$ cat config.mk
export PLATFORM = sky130hd
export DESIGN_NAME = load_ctrl
export DESIGN_NICKNAME = d
export VERILOG_FILES = /design/src/verilog/conv_pkg.sv /design/src/verilog/load_ctrl.sv
export VERILOG_INCLUDE_DIRS = /design/src /design/src/include
export SDC_FILE = /design/constraint.sdc
export NUM_CORES = 1
export LEC_CHECK = 0
export ABC_AREA = 1
export BUFFER_PORTS_ARGS = -buffer_cell sky130_fd_sc_hd__buf_2
export CAP_MARGIN = 40
export CORE_AREA = 4 4 41 43
export DETAILED_ROUTE_END_ITERATION = 8
export DIE_AREA = 0 0 45 47
export GPL_TIMING_DRIVEN = 0
export PLACE_DENSITY = 0.66
export SKIP_CTS_REPAIR_TIMING = 1
export SYNTH_ARGS = -nofsm -noshare
export SYNTH_HDL_FRONTEND = slang
export SYNTH_SLANG_ARGS = --single-unit
$ cat constraint.sdc
create_clock -name clk -period 1.94 [get_ports clk]
set_input_delay 0.388 -clock clk [delete_from_list [all_inputs] [get_ports clk]]
set_output_delay 0.388 -clock clk [all_outputs]
set_load 0.02 [all_outputs]
$ cat src/include/conv_params.svh
`ifndef CONV_PARAMS_SVH
`define CONV_PARAMS_SVH

// frame length in samples
`define CONV_N 64

// filter length in taps
`define CONV_M 33

// width of samples, coefficients and outputs
`define CONV_T 16

// number of parallel lanes
// must divide the output count N - M + 1
`define CONV_P 4

`endif

$ cat src/verilog/conv_pkg.sv
`include "conv_params.svh"

package conv_pkg;

   // number of outputs per frame
   localparam int out_len = `CONV_N - `CONV_M + 1;

   typedef logic signed [`CONV_T-1:0] sample_t;
   typedef logic [$clog2(`CONV_N)-1:0] x_addr_t;
   typedef logic [$clog2(`CONV_M)-1:0] f_addr_t;
   // one extra bit so the count can reach N
   typedef logic [$clog2(`CONV_N):0] load_count_t;
   // runs to M + 1 to cover the read latency
   typedef logic [$clog2(`CONV_M)-1:0] tap_count_t;
   typedef logic [$clog2(out_len)-1:0] out_index_t;
   typedef logic [$clog2(`CONV_P)-1:0] lane_sel_t;

   typedef enum logic [1:0] {FRAME_INIT, FRAME_LOAD, FRAME_PROCESS} frame_state_t;
   typedef enum logic [2:0] {LANE_INIT, LANE_LOAD, LANE_CLEAR_ACC, LANE_FIRST_PIPE,
                             LANE_INC_INNER, LANE_WAIT_READY} lane_state_t;

endpackage

$ cat src/verilog/load_ctrl.sv
`timescale 1ns/1ps
`include "conv_params.svh"

module load_ctrl (
   input  logic                   clk,
   input  logic                   reset,
   input  logic                   x_valid,
   input  logic                   frame_done,
   output logic                   x_ready,
   output logic                   wr_en,
   output conv_pkg::load_count_t  load_count,
   output logic                   load_done
);

   conv_pkg::frame_state_t state;
   conv_pkg::frame_state_t next_state;

   always_comb begin
      case (state)
         conv_pkg::FRAME_INIT:    next_state = conv_pkg::FRAME_LOAD;
         conv_pkg::FRAME_LOAD:    next_state = load_done ? conv_pkg::FRAME_PROCESS
                                                         : conv_pkg::FRAME_LOAD;
         // lanes own the frame until the last output has left
         conv_pkg::FRAME_PROCESS: next_state = frame_done ? conv_pkg::FRAME_LOAD
                                                          : conv_pkg::FRAME_PROCESS;
         default:                 next_state = conv_pkg::FRAME_INIT;
      endcase
   end

   always_ff @(posedge clk) begin
      if (reset) begin
         state <= conv_pkg::FRAME_INIT;
      end else begin
         state <= next_state;
      end
   end

   // one count per accepted sample, parked at N while processing
   always_ff @(posedge clk) begin
      if (reset || frame_done) begin
         load_count <= '0;
      end else if (x_valid && x_ready) begin
         load_count <= load_count + 1'b1;
      end
   end

   assign x_ready   = (state == conv_pkg::FRAME_LOAD) && (load_count < `CONV_N);
   // a write without valid is overwritten by the next accepted sample
   assign wr_en     = x_ready;
   assign load_done = x_ready && x_valid && (load_count == `CONV_N - 1);

endmodule

* Word level (Yosys, flattened, before mapping) *
Cells that the tools add are included.
Widths: inputs -> output; s select.

operators by class
  $lt $le $gt $ge = 1
  mux-type cells = 3
  reductions and logical operators = 5
  equality and inequality tests = 3
  $add $sub $neg = 1

operator list
  operator             number
  $add 7x1->7 const B  1
  $eq 7x6->1 const B   1
  $lt 7x7->1 const B   1
  $pmux 2 s3           1
  $mux 2               2
  $logic_and 1x1->1    3
  $eq 2x1->1 const B   1
  $eq 2x2->1 const B   1
  $logic_not 2->1      1
  $logic_or 1x1->1     1

word-level totals
  flip-flop bits (word level) = 9
  output and inout bits = 10

* Depth between registers and ports, before layout *
  depth after elaboration = 6
  depth in mapped cells = 6

* Worst setup path after synthesis *
No wires, ideal clock.

  kind = flip-flop to output port
  start = reg load_count[0]
  end = out load_done
  cell stages (with the launch flop) = 6
  setup slack = 368 ps
  arrival = 1184 ps
  path buffers = 0
  data required time = 1552 ps
  cells stage by stage = dfxtp_1 ha_1 nand3_2 nor2_1 nand2_4 inv_2

on the way
  cells in the longest elaborated chain, start to end = 4

RTL lines
  element                      RTL line         text
  start: declaration           load_ctrl.sv:11  output conv_pkg::load_count_t load_count,
  start signal: assignment     load_ctrl.sv:43  load_count <= load_count + 1'b1;
  $lt 7x7->1 (no source line)  -
  $logic_and 1x1->1            load_ctrl.sv:47  assign x_ready = (state == conv_pkg::FRAME_LOAD) && (load_count < `CONV_N);
  $logic_and 1x1->1            load_ctrl.sv:50  assign load_done = x_ready && x_valid && (load_count == `CONV_N - 1);
  $logic_and 1x1->1 (*)        load_ctrl.sv:50
  end: declaration             load_ctrl.sv:12  output logic load_done

Mark *: on every way between the ends. The rest lies on a longest branch, timed or not.

* Worst setup path in the final report *
Ends and elaborated chain as after synthesis.

==> impl_results.md <==
* Root Buffer: clkbuf_4
* Worst rel slew slack at 0.760
* Die area at 0.00212 mm2
* Max Slew Vio Count at 0
* FF+latch count, synth at 9
* Vias in the first global route at roughly 350
* Clock skew at 0.000909 ns
* Pin count of the biggest net entering global routing at 7
* CTS Buffer Depth at 2
* H-tree depth at 1
* Worst path bufs/invs at 2
* CTS tree: done
* Max VDD drop at 0.000258 V
* Critical R2R Launch: load_count[0]
* Synth Area per Inst at just under 8 um2
* Period utilization at 0.941
* First-pass GRT wire length at 1420 um
* Post-DP Area at 547 um2
* Post-layout minimum cycle time at ~1.8 ns
* Tot GR Track Use at 0.0935
* Syn Std Cell Area at 463 um2
* Worst Hold Path EP: state[1]
* Final WL at around 880 um
* Pre-Repair DR Iteration Count at 2
* Drt initial violations at 4
* R2R depth at 6
* Crit Path Class: flop to output port
* Type of origin of the critical path: flop
* GPL Wtd Cong at 0.713
* Post-DP HPWL at 715 um
* CP Capture Type: output port
* Die Wd at roughly 45 um
* Worst reg2reg endpoint: state[0]
* Outcome: completed
* Cell Pwr Density at 626 mW/mm2
* Ratio of cells with drive above 1 in the final layout at 0.351
* Design area at 576 um2
* DR WL/cell at 9.57 um
* Drt drc at 0
* Worst path slowest cell: dfxtp_1
* Slowest stage delay, CP at 0.39 ns
* Core ar. at 0.00130 mm2
* Post-DR vias/cell at roughly 4.6
* CP arrival at 1.44 ns
* I/O Pins at 14
* Post-synthesis sequential area ratio at 0.389
* Die height at approximately 47 um
* Max-cap violation count at 0
* Worst-margin pin slew at 0.358 ns
* Critical-path cell list: ha_1, nand3_2, nor2_2, nand2_4, inv_2, buf_2
* Unrepaired setup endpoints after global routing: false
* CTS clk-pin slew, worst paths at 0.06 ns
* Hold WC Path Type: primary input to flop
* HP Start: reset
* Cts bufs inserted at 3
* Final Hold Vio Count at 0
* Initial antenna violation count at 0
* Final Setup Violations at 0
* Synthesized Nets at 65
* Critical Path RT at 1.55 ns
* Initial core utilization at 0.356
* Flop2flop setup slack at 0.72 ns
* Pleak at 0.272 nW
* FMAX at 548 MHz
* Hold Crit Depth at 2
* PortBufs at 13
* Layout Nets at 83
* Post-Layout Cell Count at 92
* CP Max Fanout at 4
* Rows at 13
* Yosys warns at 0
* Antenna violation net count after detailed routing at 0
* Count of different cell masters after synthesis at 20
* GRT overflow at 0
* Area growth, synth to finish at 24.3%
* # placed instances at between 80 and 90
* # diodes at 0
* Setup TNS at 0 ns
* CP top delay family: flip-flops
* Post-Syn Instances at 60
* DR vias at 420
* Clock latency on the worst-skew pair at 0.25 ns
* Clk sinks at 9
* Hold_ws at about 0.32 ns
-- synthesized netlist by cell type --
master / n / share of area
buf_4: 1 / 0.016
inv_1: 8 / 0.065
xor2_1: 1 / 0.019
o21ai_0: 2 / 0.022
a21oi_1: 4 / 0.043
nor2_1: 9 / 0.073
nor2_4: 1 / 0.024
nand2_2: 1 / 0.014
nand3b_1: 1 / 0.016
dfxtp_1: 9 / 0.39
nor3_1: 1 / 0.011
nand2_4: 1 / 0.024
o21ai_1: 1 / 0.011
a21oi_2: 2 / 0.038
nand2_1: 10 / 0.081
nor2_8: 1 / 0.043
inv_2: 1 / 0.0081
nand3_2: 2 / 0.043
ha_1: 1 / 0.027
nand3_1: 3 / 0.032
-- metal layers --
layer | GRT usage | routed length [um] | up-vias | share of wire
met5 | 0 | 0 | - | 0
met2 | 0.150 | 431 | 7 | 0.49
li1 | - | - | 222 | -
met4 | 0.0526 | 6 | 0 | 0.0068
met3 | 0.0307 | 44 | 2 | 0.050
met1 | 0.110 | 397 | 189 | 0.45
-- final cells by class --
class	count	area, um2
buffer	1	7.51
clock buffer	4	26.3
fill	154	726
inverter	9	33.8
multi-input combinational	41	244
sequential	9	180
tap	15	18.8
timing repair buffer	13	65.1
-- where the power goes --
| part | switching, mW | leakage (nW) | internal [mW] |
|---|---|---|---|
| combinational | 0.0204 | 0.184 | 0.0120 |
| sequential | 0.00215 | 0.0729 | 0.187 |
| clock | 0.0600 | 0.0150 | 0.0789 |
| total | 0.0825 | 0.272 | 0.278 |
-- registers in the layout, summed over array words and instances (netlist names) --
signal and flops:
load_count 7, state 2
-- worst register-to-register path, cell delays in order (launching register included) --
cell	delay (ns)
dfxtp_1	0.39
ha_1	0.24
nand3_2	0.11
nor2_2	0.17
nand2_4	0.09
nand2_1	0.07
a21oi_1	0.05
-- worst max-delay path by stage --
stage	startpoint	slack (ns)	cells past startpoint	end
after CTS	load_count[0]	0.05	6	load_done
final	load_count[0]	0.11	6	load_done
after global routing	load_count[0]	0.003	6	load_done
after global placement	load_count[0]	0.38	6	load_done
after detailed placement	load_count[0]	0.36	6	load_done
after floorplan	load_count[0]	0.37	5	load_done
-- layout by cell type, fill, tap and decap left out --
master | synthesis | layout
a21oi_1 | 4 | 4
a21oi_2 | 2 | 2
buf_2 | 0 | 13
buf_4 | 1 | 1
clkbuf_1 | 0 | 1
clkbuf_4 | 0 | 3
dfxtp_1 | 9 | 9
ha_1 | 1 | 1
inv_1 | 8 | 8
inv_2 | 1 | 1
nand2_1 | 10 | 10
nand2_2 | 1 | 1
nand2_4 | 1 | 1
nand3_1 | 3 | 3
nand3_2 | 2 | 2
nand3b_1 | 1 | 1
nor2_1 | 9 | 8
nor2_2 | 0 | 1
nor2_4 | 1 | 1
nor2_8 | 1 | 1
nor3_1 | 1 | 1
o21ai_0 | 2 | 2
o21ai_1 | 1 | 1
xor2_1 | 1 | 1
-- cells by family (layout without fill, tap and decap cells) --
group	Yosys count	count (layout)	share of synthesized area
AO/OA/AOI/OAI	9	9	0.114
XOR/XNOR	1	1	0.0189
adder cells (fa/ha/maj)	1	1	0.0270
buffers and inverters	10	27	0.0892
flip-flops	9	9	0.389
AND/OR/NAND/NOR	30	30	0.362
-- per-stage QoR --
step / utilization / total power [mW] / setup WS (ns)
after CTS: 0.440 / 0.365 / 0.0482
after floorplan: - / 0.215 / 0.368
after detailed placement: 0.420 / 0.226 / 0.357
after global placement: 0.420 / 0.225 / 0.377
after global routing: 0.442 / 0.382 / 0.00343
final: 0.442 / 0.360 / 0.115
(Power assumes the default switching activity.)
