$ cat src/include/conv_params.svh
`ifndef CONV_PARAMS_SVH
`define CONV_PARAMS_SVH

// frame length in samples
`define CONV_N 64

// filter length in taps
`define CONV_M 33

// width of samples, coefficients and outputs
`define CONV_T 16

// number of parallel lanes
// must divide the output count N - M + 1
`define CONV_P 4

`endif

$ cat src/verilog/conv_pkg.sv
`include "conv_params.svh"

package conv_pkg;

   // number of outputs per frame
   localparam int out_len = `CONV_N - `CONV_M + 1;

   typedef logic signed [`CONV_T-1:0] sample_t;
   typedef logic [$clog2(`CONV_N)-1:0] x_addr_t;
   typedef logic [$clog2(`CONV_M)-1:0] f_addr_t;
   // one extra bit so the count can reach N
   typedef logic [$clog2(`CONV_N):0] load_count_t;
   // runs to M + 1 to cover the read latency
   typedef logic [$clog2(`CONV_M)-1:0] tap_count_t;
   typedef logic [$clog2(out_len)-1:0] out_index_t;
   typedef logic [$clog2(`CONV_P)-1:0] lane_sel_t;

   typedef enum logic [1:0] {FRAME_INIT, FRAME_LOAD, FRAME_PROCESS} frame_state_t;
   typedef enum logic [2:0] {LANE_INIT, LANE_LOAD, LANE_CLEAR_ACC, LANE_FIRST_PIPE,
                             LANE_INC_INNER, LANE_WAIT_READY} lane_state_t;

endpackage

$ cat src/verilog/lane_ctrl.sv
`timescale 1ns/1ps
`include "conv_params.svh"

module lane_ctrl #(
   parameter int lane_index = 0
) (
   input  logic               clk,
   input  logic               reset,
   input  logic               load_done,
   input  logic               lane_ready,
   output conv_pkg::x_addr_t  x_addr,
   output conv_pkg::f_addr_t  f_addr,
   output logic               clear_acc,
   output logic               en_acc,
   output logic               lane_valid,
   output logic               lane_done
);

   conv_pkg::lane_state_t state;
   conv_pkg::lane_state_t next_state;
   conv_pkg::tap_count_t tap_cnt;
   conv_pkg::out_index_t out_idx;
   logic computing;
   logic done_inner;
   logic done_outer;
   logic inc_inner;

   // inner loop stops at M + 1, two cycles of read and product latency
   assign done_inner = (tap_cnt == `CONV_M + 1);
   // last output owned by this lane
   assign done_outer = (out_idx >= conv_pkg::out_len - `CONV_P);

   always_comb begin
      case (state)
         conv_pkg::LANE_INIT:       next_state = conv_pkg::LANE_LOAD;
         conv_pkg::LANE_LOAD:       next_state = load_done ? conv_pkg::LANE_CLEAR_ACC
                                                           : conv_pkg::LANE_LOAD;
         conv_pkg::LANE_CLEAR_ACC:  next_state = conv_pkg::LANE_FIRST_PIPE;
         conv_pkg::LANE_FIRST_PIPE: next_state = conv_pkg::LANE_INC_INNER;
         conv_pkg::LANE_INC_INNER:  next_state = done_inner ? conv_pkg::LANE_WAIT_READY
                                                            : conv_pkg::LANE_INC_INNER;
         conv_pkg::LANE_WAIT_READY: begin
            // hold until the arbiter hands us the port
            if (!lane_ready) begin
               next_state = conv_pkg::LANE_WAIT_READY;
            end else if (done_outer) begin
               next_state = conv_pkg::LANE_LOAD;
            end else begin
               next_state = conv_pkg::LANE_CLEAR_ACC;
            end
         end
         default:                   next_state = conv_pkg::LANE_INIT;
      endcase
   end

   always_ff @(posedge clk) begin
      if (reset) begin
         state <= conv_pkg::LANE_INIT;
      end else begin
         state <= next_state;
      end
   end

   assign computing = (state == conv_pkg::LANE_CLEAR_ACC) ||
                      (state == conv_pkg::LANE_FIRST_PIPE) ||
                      (state == conv_pkg::LANE_INC_INNER);
   assign inc_inner = computing && !done_inner;

   // inner counter is zero when CLEAR_ACC starts
   always_ff @(posedge clk) begin
      if (reset || next_state == conv_pkg::LANE_CLEAR_ACC) begin
         tap_cnt <= '0;
      end else if (inc_inner) begin
         tap_cnt <= tap_cnt + 1'b1;
      end
   end

   // outer index strides by the lane count from this lane's first output
   always_ff @(posedge clk) begin
      if (reset || lane_done) begin
         out_idx <= conv_pkg::out_index_t'(lane_index);
      end else if (lane_valid && lane_ready) begin
         out_idx <= out_idx + conv_pkg::out_index_t'(`CONV_P);
      end
   end

   // x[n+k] and f[k]; reads past the frame end are never accumulated
   assign x_addr = computing ? tap_cnt + conv_pkg::x_addr_t'(out_idx) : '0;
   assign f_addr = computing ? tap_cnt : '0;

   assign clear_acc  = (state == conv_pkg::LANE_CLEAR_ACC);
   assign en_acc     = (state == conv_pkg::LANE_INC_INNER);
   assign lane_valid = (state == conv_pkg::LANE_WAIT_READY);
   assign lane_done  = lane_valid && lane_ready && done_outer;

endmodule

$ cat config.mk
export PLATFORM = sky130hd
export DESIGN_NAME = lane_ctrl
export DESIGN_NICKNAME = d
export VERILOG_FILES = /design/src/verilog/conv_pkg.sv /design/src/verilog/lane_ctrl.sv
export VERILOG_INCLUDE_DIRS = /design/src /design/src/include
export SDC_FILE = /design/constraint.sdc
export NUM_CORES = 1
export LEC_CHECK = 0
export ABC_AREA = 1
export BUFFER_PORTS_ARGS = -buffer_cell sky130_fd_sc_hd__buf_4
export CAP_MARGIN = 20
export CELL_PAD_IN_SITES_DETAIL_PLACEMENT = 1
export CELL_PAD_IN_SITES_GLOBAL_PLACEMENT = 1
export CORE_AREA = 10 10 61 63
export CTS_BUF_LIST = sky130_fd_sc_hd__clkbuf_16
export CTS_CLUSTER_DIAMETER = 150
export DETAILED_ROUTE_END_ITERATION = 8
export DIE_AREA = 0 0 71 73
export PLACE_DENSITY_LB_ADDON = 0.1
export SLEW_MARGIN = 0
export SYNTH_ARGS = -nofsm -noshare
export SYNTH_HDL_FRONTEND = slang
export SYNTH_SLANG_ARGS = --single-unit
export TNS_END_PERCENT = 100
$ cat constraint.sdc
create_clock -name clk -period 2 [get_ports clk]
set_clock_uncertainty 0.05 [all_clocks]
set_input_delay 0.3 -clock clk [delete_from_list [all_inputs] [get_ports clk]]
set_output_delay 0.3 -clock clk [all_outputs]
set_load 0.02 [all_outputs]
* After elaboration in Yosys (flattened, before gate mapping) *
Index checks and enable logic that the tools add are counted.

word-level totals
  logic and storage cells = 30
  register bits = 14
  output and inout port bits = 16

operators by class
  multiplexer cells = 7
  reductions and logical operators = 9
  $lt $le $gt $ge = 1
  $add $sub $neg = 3
  equality and inequality tests = 7

operators by type and width
  operator               number
  $pmux W3 S6            1
  $mux W6                2
  $eq A3 B2 Y1 const B   3
  $add A6 B1 Y6 const B  1
  $add A6 B5 Y6          1
  $eq A3 B3 Y1 const B   2
  $eq A6 B6 Y1 const B   1
  $add A5 B3 Y5 const B  1
  $ge A5 B5 Y1 const B   1
  $logic_or A1 B1 Y1     4
  $mux W2                2
  $eq A3 B1 Y1 const B   1
  $logic_and A1 B1 Y1    3
  $logic_not A3 Y1       1
  $mux W3                1
  $logic_not A1 Y1       1
  $mux W1                1

* Logic depth before layout (Yosys ltp) *
  word-level depth = 6
  depth in mapped cells = 10

* Worst setup path before layout *
OpenSTA, ideal clock, no wires.

  path type = register -> output
  from = register tap_cnt[2]
  to = output port x_addr[4]
  setup slack = 0.204 ns
  buffers on the path = 0
  arrival = 1.446 ns
  data required time = 1.650 ns
  stages on the path, launching flop included = 6
  cells stage by stage = dfxtp_1 -> ha_1 -> inv_1 -> fa_1 -> xor2_1 -> nor2_1

on the way
  word-level cells in the longest chain between the ends = 2

ends and longest elaborated chain
  item                      RTL line         source
  start: declaration        lane_ctrl.sv:21  conv_pkg::tap_count_t tap_cnt;
  start signal: assignment  lane_ctrl.sv:74  tap_cnt <= tap_cnt + 1'b1;
  $add A6 B5 Y6             lane_ctrl.sv:88  assign x_addr = computing ? tap_cnt + conv_pkg::x_addr_t'(out_idx) : '0;
  $mux W6                   lane_ctrl.sv:88
  end: declaration          lane_ctrl.sv:11  output conv_pkg::x_addr_t x_addr,

No other way between the ends.

* Worst setup path in the final report *
  from = register out_idx[2]
  to = output port x_addr[4]

on the way
  word-level cells in the longest chain between the ends = 2

ends and longest elaborated chain
  item                      RTL line         source
  start: declaration        lane_ctrl.sv:22  conv_pkg::out_index_t out_idx;
  start signal: assignment  lane_ctrl.sv:81  out_idx <= conv_pkg::out_index_t'(lane_index);
  start signal: assignment  lane_ctrl.sv:83  out_idx <= out_idx + conv_pkg::out_index_t'(`CONV_P);
  $add A6 B5 Y6             lane_ctrl.sv:88
  $mux W6                   lane_ctrl.sv:88

No other way between the ends.

==> metrics.yaml <==
power:
  p_per_area_nw_per_um2: 598
  total_power_mw: 0.714
  vdd_ir_drop_max_uv: 556
  p_leak_nw: 0.542
clock_tree:
  cts_buffers: 3
  clock-root-buffer: "clkbuf_16"
  clkSlewWorstSetupHoldPaths_ps: 40
  insertion_delay_ps: 240
  cts_hold_buf: 0
  cts_setup_buffers: 0
  tritoncts: "done"
  h-tree-depth: 1
  cts_resized: 3
  clock_path_buffers: 2
  cts_sinks: 12
logic_synthesis:
  yosys_warnings: 0
  synth_top_area_share_pct: 26.1
  synth_area_leaders: "dfxtp_1 (26%), nand2_1 (10%), nor2_1 (10%)"
  synth_nets: 150
  seq_area_frac_synth_pct: 26.1
  synth_common_cells: "nand2_1 (25), nor2_1 (25), inv_1 (23)"
  synth_ff_type: "dfxtp_1"
  synth_cells: 138
  synthArstFlopShare_pct: 0
  synth_edf_count: 0
  synth_area_um2: 921
  synth_cell_type_count: 26
  ys_ff_latch: 12
  syn_area_per_cell_um2: 6.67
  synth_top_area_cell: "dfxtp_1"
timing:
  fmax_ghz: 0.521
  min_period_ps: 1920
  slew_headroom_pct: 85.6
  tightest_slew_ps: 213
  hold_viol_final: 0
  period_share_pct: 95.9
  fin_tns_setup_ps: 0
  setup_viol: 0
  rsz0062_at_grt: "no"
  drv_slew: 0
setup_path:
  setup.worst_path.end_class: "output port"
  r2r_start: "tap_cnt[0]$_SDFFE_PP0P_"
  worstPathArrival_ps: 1570
  critPathLaunchType: "register"
  critPathLaunch: "out_idx[2]$_SDFFE_PP0P_"
  criticalPathCategory: "reg -> out"
  required_ps: 1650
  crit_fanout: 5
die:
  die_h_um: 73
  fp-row-count: 19
  core_area_um2: 2620
  dieArea_um2: 5180
  boundaryPins: 20
  die_x_um: 71
  start_util_pct: 35.2
global_routing:
  grtUsageTotal_pct: 9.75
  grt_max_degree: 11
  antenna_found_initial: 0
  grt_pass1_wl_mm: 4.20
  grt_pass1_vias: 964
  overflow: 0
detailed_routing:
  drt_iter0_drc: 20
  vias: 919
  wl_per_cell_um: 13.0
  routed_via_density: 4.81
  drc: 0
  ant_nets: 0
  wl_mm: 2.47
  first_pass_iters: 2
layout:
  n_antenna_cell: 0
  final_layout_size_suffix_gt1_share_pct: 28.7
  layout.nets: 173
  final_core_util_pct: 45.7
  synthToLayoutAreaGrowth_pct: 29.8
job:
  max_cap_violations: 0
status:
  status: "finished, final reports clean"
place:
  dp_hpwl_mm: 1.94
  gp_congestion: 0.786
  numPortBuffers: 19
worst_hold_path:
  hold_path.class: "in -> reg"
  min_from: "reset"
final timing paths:
| kind | endpoint | slack (ps) | cells past startpoint |
|---|---|---|---|
| max | x_addr[4] | 80 | 6 |
| min | state[1]$_SDFF_PP0_ | 180 | 2 |
| max reg2reg | tap_cnt[1]$_SDFFE_PP0P_ | 390 | 10 |
| min reg2reg | out_idx[2]$_SDFFE_PP0P_ | 460 | 2 |
placed cells by master, fill, tap and decap left out, types with 2 or more instances in the layout:
| cell | instances |
|---|---|
| ha_1 | 6 |
| clkbuf_16 | 3 |
| a21oi_2 | 2 |
| o21ai_0 | 5 |
| nand3_2 | 3 |
| nor2_1 | 25 |
| dfxtp_2 | 2 |
| dfxtp_1 | 10 |
| nand3_1 | 5 |
| inv_2 | 5 |
| a21oi_1 | 7 |
| inv_1 | 23 |
| nand2_1 | 25 |
| buf_4 | 20 |
| nand2_4 | 3 |
| nor2_2 | 2 |
logic make-up (layout without fill, tap and decap cells):
group,count (synthesis),after routing,synth area share (%)
buf+inv,30,52,13.0
fa+ha+maj,8,8,11.7
flops,12,12,26.1
compound gates,17,17,10.3
simple gates,68,68,35.2
xor+xnor,3,3,3.67
flip-flops by register name, indices dropped and copies added, names as in the netlist:
name     count
state        3
out_idx      3
tap_cnt      6
per-layer routing:
metal  up-vias  wire [um]  track usage, %
met5         -          0               0
met4         0         21            1.94
met3         2        108            3.81
met2        13       1370            18.8
met1       439        976            9.62
li1        465          -               -
power breakdown:
group / total, mW / internal [mW] / switching (mW)
Clock: 0.369 / 0.263 / 0.106
Combinational: 0.0865 / 0.0304 / 0.0561
Sequential: 0.258 / 0.248 / 0.0109
Total: 0.714 / 0.541 / 0.173
cell type report:
| type | count | area, um2 |
|---|---|---|
| fillers | 344 | 1420 |
| multi-input cells | 96 | 579 |
| flip-flops and latches | 12 | 243 |
| repair buffers | 20 | 150 |
| inverters | 28 | 105 |
| clock buffers | 3 | 75.1 |
| well taps | 31 | 38.8 |
| clock inverters | 1 | 3.75 |
worst max-delay path, stage by stage (launching register included):
cell and delay [ps]:
dfxtp_2 360, ha_1 170, inv_1 60, fa_2 340, xor2_1 150, nor2_1 100, buf_4 140
through the flow:
step           cell area, um2  worst slack [ps]  hold WS [ps]  cells
6_report                 1190              81.2           182    191
3_3_place_gp             1090               302           431    187
3_5_place_dp             1090               197           433    187
4_1_cts                  1180              53.2           177    191
2_1_floorplan             921               204           319    138
5_1_grt                  1190              9.06           182    191
Power figures use the tool's default switching activity.
