$ cat config.mk
export PLATFORM = sky130hd
export DESIGN_NAME = lane_datapath
export DESIGN_NICKNAME = d
export VERILOG_FILES = /design/src/verilog/conv_pkg.sv /design/src/verilog/filter_rom.sv /design/src/verilog/lane_datapath.sv
export VERILOG_INCLUDE_DIRS = /design/src /design/src/include
export SDC_FILE = /design/constraint.sdc
export NUM_CORES = 1
export LEC_CHECK = 0
export BUFFER_PORTS_ARGS = -buffer_cell sky130_fd_sc_hd__buf_4
export CORE_MARGIN = 2
export CORE_UTILIZATION = 40
export DETAILED_ROUTE_END_ITERATION = 8
export SYNTH_ARGS = -nofsm -noshare
export SYNTH_HDL_FRONTEND = slang
export SYNTH_HIERARCHICAL = 1
export SYNTH_SLANG_ARGS = --single-unit
$ cat constraint.sdc
create_clock -name clk -period 13.5 [get_ports clk]
set_input_delay 0.675 -clock clk [delete_from_list [all_inputs] [get_ports clk]]
set_output_delay 0.675 -clock clk [all_outputs]
set_load 0.02 [all_outputs]
$ cat src/include/conv_params.svh
`ifndef CONV_PARAMS_SVH
`define CONV_PARAMS_SVH

// frame length in samples
`define CONV_N 64

// filter length in taps
`define CONV_M 33

// width of samples, coefficients and outputs
`define CONV_T 16

// number of parallel lanes
// must divide the output count N - M + 1
`define CONV_P 4

`endif

$ cat src/verilog/conv_pkg.sv
`include "conv_params.svh"

package conv_pkg;

   // number of outputs per frame
   localparam int out_len = `CONV_N - `CONV_M + 1;

   typedef logic signed [`CONV_T-1:0] sample_t;
   typedef logic [$clog2(`CONV_N)-1:0] x_addr_t;
   typedef logic [$clog2(`CONV_M)-1:0] f_addr_t;
   // one extra bit so the count can reach N
   typedef logic [$clog2(`CONV_N):0] load_count_t;
   // runs to M + 1 to cover the read latency
   typedef logic [$clog2(`CONV_M)-1:0] tap_count_t;
   typedef logic [$clog2(out_len)-1:0] out_index_t;
   typedef logic [$clog2(`CONV_P)-1:0] lane_sel_t;

   typedef enum logic [1:0] {FRAME_INIT, FRAME_LOAD, FRAME_PROCESS} frame_state_t;
   typedef enum logic [2:0] {LANE_INIT, LANE_LOAD, LANE_CLEAR_ACC, LANE_FIRST_PIPE,
                             LANE_INC_INNER, LANE_WAIT_READY} lane_state_t;

endpackage

$ cat src/verilog/filter_rom.sv
`timescale 1ns/1ps

module filter_rom (
   input  logic               clk,
   input  conv_pkg::f_addr_t  addr,
   output conv_pkg::sample_t  coeff
);

   // fixed taps of the first layer, registered read
   always_ff @(posedge clk) begin
      case (addr)
         6'd0:  coeff <= -16'sd7;
         6'd1:  coeff <= 16'sd5;
         6'd2:  coeff <= 16'sd4;
         6'd3:  coeff <= -16'sd5;
         6'd4:  coeff <= -16'sd7;
         6'd5:  coeff <= 16'sd4;
         6'd6:  coeff <= -16'sd8;
         6'd7:  coeff <= -16'sd7;
         6'd8:  coeff <= 16'sd6;
         6'd9:  coeff <= 16'sd1;
         6'd10: coeff <= -16'sd7;
         6'd11: coeff <= -16'sd4;
         6'd12: coeff <= -16'sd1;
         6'd13: coeff <= -16'sd7;
         6'd14: coeff <= 16'sd0;
         6'd15: coeff <= 16'sd0;
         6'd16: coeff <= -16'sd6;
         6'd17: coeff <= -16'sd1;
         6'd18: coeff <= -16'sd8;
         6'd19: coeff <= 16'sd0;
         6'd20: coeff <= -16'sd8;
         6'd21: coeff <= 16'sd7;
         6'd22: coeff <= -16'sd5;
         6'd23: coeff <= -16'sd4;
         6'd24: coeff <= 16'sd0;
         6'd25: coeff <= 16'sd4;
         6'd26: coeff <= -16'sd5;
         6'd27: coeff <= 16'sd0;
         6'd28: coeff <= -16'sd3;
         6'd29: coeff <= -16'sd1;
         6'd30: coeff <= -16'sd8;
         6'd31: coeff <= -16'sd2;
         6'd32: coeff <= -16'sd4;
         // taps past the end contribute nothing
         default: coeff <= 16'sd0;
      endcase
   end

endmodule

$ cat src/verilog/lane_datapath.sv
`timescale 1ns/1ps
`include "conv_params.svh"

module lane_datapath (
   input  logic                   clk,
   input  logic                   reset,
   input  conv_pkg::sample_t      x_data,
   input  logic                   wr_en,
   input  conv_pkg::load_count_t  load_count,
   input  conv_pkg::x_addr_t      x_addr,
   input  conv_pkg::f_addr_t      f_addr,
   input  logic                   clear_acc,
   input  logic                   en_acc,
   output conv_pkg::sample_t      y_data
);

   localparam int sat_max = 2**(`CONV_T-1) - 1;
   localparam int sat_min = -(2**(`CONV_T-1));

   conv_pkg::sample_t x_mem [`CONV_N];
   conv_pkg::x_addr_t mem_addr;
   conv_pkg::sample_t x_q;
   conv_pkg::sample_t f_q;
   conv_pkg::sample_t prod_q;
   conv_pkg::sample_t acc;
   logic signed [2*`CONV_T-1:0] product;
   logic signed [`CONV_T:0] sum;

   // load writes at the input count, compute reads at the lane's address
   assign mem_addr = wr_en ? load_count[$clog2(`CONV_N)-1:0] : x_addr;

   // sample copy of this lane, one cycle read latency
   always_ff @(posedge clk) begin
      x_q <= x_mem[mem_addr];
      if (wr_en) begin
         x_mem[mem_addr] <= x_data;
      end
   end

   filter_rom u_filter_rom (
      .clk   (clk),
      .addr  (f_addr),
      .coeff (f_q)
   );

   // full width product, clamped into the pipeline register
   assign product = x_q * f_q;

   always_ff @(posedge clk) begin
      if (product > sat_max) begin
         prod_q <= conv_pkg::sample_t'(sat_max);
      end else if (product < sat_min) begin
         prod_q <= conv_pkg::sample_t'(sat_min);
      end else begin
         prod_q <= product[`CONV_T-1:0];
      end
   end

   // one guard bit catches overflow of the running sum
   assign sum = acc + prod_q;

   always_ff @(posedge clk) begin
      if (reset || clear_acc) begin
         acc <= '0;
      end else if (en_acc) begin
         if (sum > sat_max) begin
            acc <= conv_pkg::sample_t'(sat_max);
         end else if (sum < sat_min) begin
            acc <= conv_pkg::sample_t'(sat_min);
         end else begin
            acc <= sum[`CONV_T-1:0];
         end
      end
   end

   // relu on the finished sum
   assign y_data = acc[`CONV_T-1] ? '0 : acc;

endmodule

Yosys cells after proc, flatten, opt, wreduce, memory -nomap -nowiden
Memories as Yosys holds them, arrays and structs flattened. A register that Yosys moved wholly into a read port is not among the register bits.
Cells that the tools add are included.
{"block": "totals", "reg_bits": 32, "mem_bits_rw": 1024, "rom_bits": 1024, "input_bits": 40, "out_inout_bits": 16, "word_cells": 18, "n_memories": 2}
{"name": "(no name shown)", "words": 64, "word_bits": 16, "read_ports": 1, "rd_ports_with_merged_regs": 1, "write_ports": 0, "line_no": "filter_rom.sv:11", "source": "case (addr)"}
{"name": "x_mem", "words": 64, "word_bits": 16, "read_ports": 1, "rd_ports_with_merged_regs": 1, "write_ports": 1, "line_no": "lane_datapath.sv:20", "source": "conv_pkg::sample_t x_mem [`CONV_N];"}
{"block": "classes", "n_addsub": 1, "multipliers": 1, "n_lt_le_gt_ge": 4, "muxes": 7, "reduce_logical": 1}
{"op": "16-bit 2-to-1 mux", "n": 3}
{"op": "32-bit by 16-bit > comparator with 1-bit output (second input constant)", "n": 1}
{"op": "32-bit by 16-bit < comparator with 1-bit output (second input constant)", "n": 1}
{"op": "16-bit by 16-bit multiplier with 32-bit output", "n": 1}
{"op": "16-bit by 16-bit adder with 17-bit output", "n": 1}
{"op": "17-bit by 16-bit > comparator with 1-bit output (second input constant)", "n": 1}
{"op": "17-bit by 16-bit < comparator with 1-bit output (second input constant)", "n": 1}
{"op": "15-bit 2-to-1 mux", "n": 1}
{"op": "6-bit 2-to-1 mux", "n": 1}
{"op": "1-bit 2-to-1 mux", "n": 2}
{"op": "1-bit logical OR", "n": 1}

Depth between registers and ports, before layout
{"block": "depth", "ltp_word": 4, "depth_mapped": 27, "ltp_nobuf": 23}

Modules after synthesis
The synthesis kept the hierarchy.
{"module": "lane_datapath", "instances": 1, "cells_per_inst": 3437, "area_per_inst_um2": 50213.2, "seq_area_each_um2": 31710.4}
{"module": "filter_rom", "instances": 1, "cells_per_inst": 62, "area_per_inst_um2": 533.0, "seq_area_each_um2": 80.1}

Worst setup path before layout
OpenSTA, ideal clock, no wires.
{"block": "synth_path", "path_type": "register to register", "start": "register u_filter_rom.coeff[14]", "end": "register prod_q[7]", "setup_ps": 127, "t_arrival_ps": 7118, "t_required_ps": 13373, "setup_slack_ps": 6255, "stages_incl_launch_ff": 25, "path_cell_list": "dfxtp_1 buf_4 clkbuf_1 nand2_1 fa_1 inv_1 fa_1 fa_1 fa_1 fa_1 inv_1 fa_1 inv_1 ha_1 buf_2 a21o_1 a311oi_1 a221oi_1 or3_2 o211ai_1 o2111a_1 nand4b_1 o41ai_4 buf_6 o211ai_1"}
{"block": "synth_via", "elab_chain_cells": 3}
{"element": "from (decl)", "line_no": "filter_rom.sv:6", "source": "output conv_pkg::sample_t coeff"}
{"element": "16-bit by 16-bit multiplier with 32-bit output (*)", "line_no": "lane_datapath.sv:47", "source": "assign product = x_q * f_q;"}
{"element": "32-bit by 16-bit < comparator with 1-bit output", "line_no": "lane_datapath.sv:52", "source": "end else if (product < sat_min) begin"}
{"element": "16-bit 2-to-1 mux", "line_no": "lane_datapath.sv:52"}
{"element": "to (signal assigned)", "line_no": "lane_datapath.sv:51", "source": "prod_q <= conv_pkg::sample_t'(sat_max);"}
{"element": "to (signal assigned)", "line_no": "lane_datapath.sv:53", "source": "prod_q <= conv_pkg::sample_t'(sat_min);"}
{"element": "to (signal assigned)", "line_no": "lane_datapath.sv:55", "source": "prod_q <= product[`CONV_T-1:0];"}
{"element": "to (decl)", "line_no": "lane_datapath.sv:24", "source": "conv_pkg::sample_t prod_q;"}
Every way passes the cells marked *; elsewhere a longest branch is shown, timed or not.
A chain may end at the register's enable or synchronous reset.

Worst setup path in the final report
{"block": "layout_path", "start": "register u_filter_rom.coeff[14]", "end": "register prod_q[11]"}
Same word-level chain as after synthesis.

==> impl_metrics.ini <==
[finish]
fin_area_um2 = 56700
layout_common_cells = edfxtp_1 (1024), a22oi_1 (325), inv_1 (307), fa_1 (263), nand2_1 (184)
final_common_cell = edfxtp_1
fin_nets = 3970
drive_above_1_share_pct = 10.6
finish.utilization_pct = 45.1
area_delta_synth_final_pct = 11.7

[floorplan]
pin_count = 56
dieArea_um2 = 130000
chipWidth_um = 360
core-area_um2 = 126000
fp-row-count = 130
initial_core_util_pct = 40.4
die_h_um = 360

[synth]
synth_warnings = 6
ys_seq_area_share_pct = 62.6
synth_area_leader_cell = edfxtp_1
synth-main-ff-cell = edfxtp_1
synth_area_per_cell_um2 = 14.5
syn_nets = 3907
synth_cells = 3499
netlist_area_um2 = 50700
async_flop_share_pct = 0
synth_cell_types = 95
yosys-top-cells-area = edfxtp_1 (61%), fa_1 (10%), a22oi_1 (4.8%)
synth_edf_count = 1024
ys_ff_latch = 1076
synth_top_area_share_pct = 60.6

[route]
drc = 0
drt_iter0_markers = 3290
num_vias = 30700
routedWlPerCell_um = 26.3
firstDrtPassIters = 6
wirelength_mm = 139
viasPerCell = 5.81
antenna_left = 0

[min_path]
holdCritStartpoint = reset
worstHoldPathType = primary input to flip-flop

[outcome]
outcome = complete, no violations

[power]
p_per_area_nw_per_um2 = 254
power.total_uw = 14400
vdd_drop_max_mv = 0.379
p_leak_uw = 0.0198

[placement]
io_buffers = 53
gp_congestion = 0.816
placed_area_um2 = 53300
post-dp-hpwl_mm = 83.2

[grt]
antenna_found_initial = 7
grt_pass1_wl_mm = 204
grt_max_degree = 84
overflow = 0
track_usage_pct = 21.2
first_global_vias = 30900

[worst_setup_path]
crit_fanout = 83
startpoint = u_filter_rom/coeff[14]
required_ns = 14.09
worstSetupEndpointType = flip-flop
r2r_start = u_filter_rom/coeff[14]
critical_path_class = flip-flop to flip-flop
start_kind = flip-flop
arrival_ns = 9.37

[clocking]
cts_resized = 0
clockBufferDepth = 3
hold_buffers = 0
clock_sinks = 1076
h-tree-depth = 3
cts_tree = built
path_clk_slew_ns = 0.06
post-cts-setup-buffer-count = 0
cts_buffers = 103
clk_latency_ns = 0.71
cts_root_buffer = clkbuf_16

[run]
drv_cap = 0

[timing]
setup_viol = 0
post-route-min-period_ns = 8.77
final-hold-violation-count = 0
fmax_mhz = 114
grt_setup_unrepaired = no
finClkSkew_ns = 0.0648
worstMarginPinSlew_ns = 1.29
holdWs_ns = 0.163
finalCritPeriodShare_pct = 65.0
drv_slew = 0
setup_tns_ns = 0
relSlewSlack_pct = 13.2
[routing by layer]
| layer | part of all wire (%) | track usage, % | routed length (um) |
|---|---|---|---|
| met1 | 41 | 27.7 | 56700 |
| met2 | 49 | 36.0 | 67900 |
| met3 | 7.5 | 3.57 | 10400 |
| met4 | 3.1 | 6.70 | 4290 |
| met5 | 0.0093 | 0 | 13 |
[registers in the layout, summed over array words and instances (netlist names)]
name,flops
u_filter_rom/coeff,4
acc,16
prod_q,16
x_q,16
x_mem,1024
[final cells by class]
| class | instances | area (um^2) |
|---|---|---|
| Tap cell | 1650 | 2060 |
| Antenna cell | 3 | 7.51 |
| Clock inverter | 55 | 657 |
| Timing Repair Buffer | 163 | 1220 |
| Clock buffer | 126 | 2720 |
| Sequential cell | 1076 | 31800 |
| Fill cell | 11100 | 69000 |
| Inverter | 308 | 1160 |
| Multi-Input combinational cell | 1910 | 17100 |
[synthesized netlist by cell type (all sizes together) (16+ instances only)]
| cell type | number |
|---|---|
| inv | 308 |
| nand2 | 184 |
| a31oi | 71 |
| xor2 | 16 |
| nor2b | 29 |
| o211ai | 16 |
| nor3 | 23 |
| nor4 | 16 |
| a41oi | 33 |
| mux2i | 22 |
| a22oi | 325 |
| nand4 | 21 |
| o21ai | 47 |
| buf | 72 |
| a22o | 69 |
| and2 | 123 |
| nor2 | 113 |
| a21oi | 92 |
| a222oi | 33 |
| fa | 263 |
| nand2b | 20 |
| edfxtp | 1024 |
| a221o | 22 |
| xnor2 | 23 |
| clkbuf | 132 |
| ha | 105 |
| dfxtp | 52 |
| a221oi | 61 |
| a21o | 23 |
[worst max-delay path: stages (launching register included)]
cell	delay (ns)
dfxtp_4	0.67
buf_4	0.63
inv_1	0.47
nor2_1	0.23
fa_1	0.45
fa_1	0.51
fa_1	0.43
fa_1	0.48
fa_1	0.49
inv_1	0.05
fa_1	0.47
inv_1	0.04
ha_1	0.43
a21oi_1	0.33
o21ai_0	0.25
a32o_1	0.34
o31ai_1	0.37
o311ai_0	0.20
or4b_1	0.56
nor3_2	0.34
a41oi_2	0.52
a211oi_1	0.33
[where the power goes]
group	internal, uW	total (uW)	switching [uW]
combinational	2950	7610	4650
clock	1660	2920	1260
sequential	3770	3870	91.4
total	8390	14400	6000
[logic make-up after synthesis]
group	Yosys count	synth area share, %
flops	1076	62.6
compound gates	885	13.2
simple gates	589	5.83
buf+inv	513	4.06
fa+ha+maj	368	13.0
xor+xnor	39	0.673
mux	28	0.589
other cells	1	0.00739
[worst paths after layout]
| kind | end | slack [ns] | depth (start not counted) |
|---|---|---|---|
| max | prod_q[11] | 4.73 | 21 |
| min | acc[15] | 0.16 | 2 |
| max reg2reg | prod_q[11] | 4.73 | 21 |
| min reg2reg | acc[3] | 0.52 | 1 |
[stage by stage]
step                      instances  setup WS [ns]
final                          5291           4.73
after global routing           5290           4.21
after CTS                      5287           4.68
after detailed placement       5106           4.71
after global placement         5106           4.77
after floorplan                3499           6.26
Note: power is estimated with default switching activity, not from simulation.
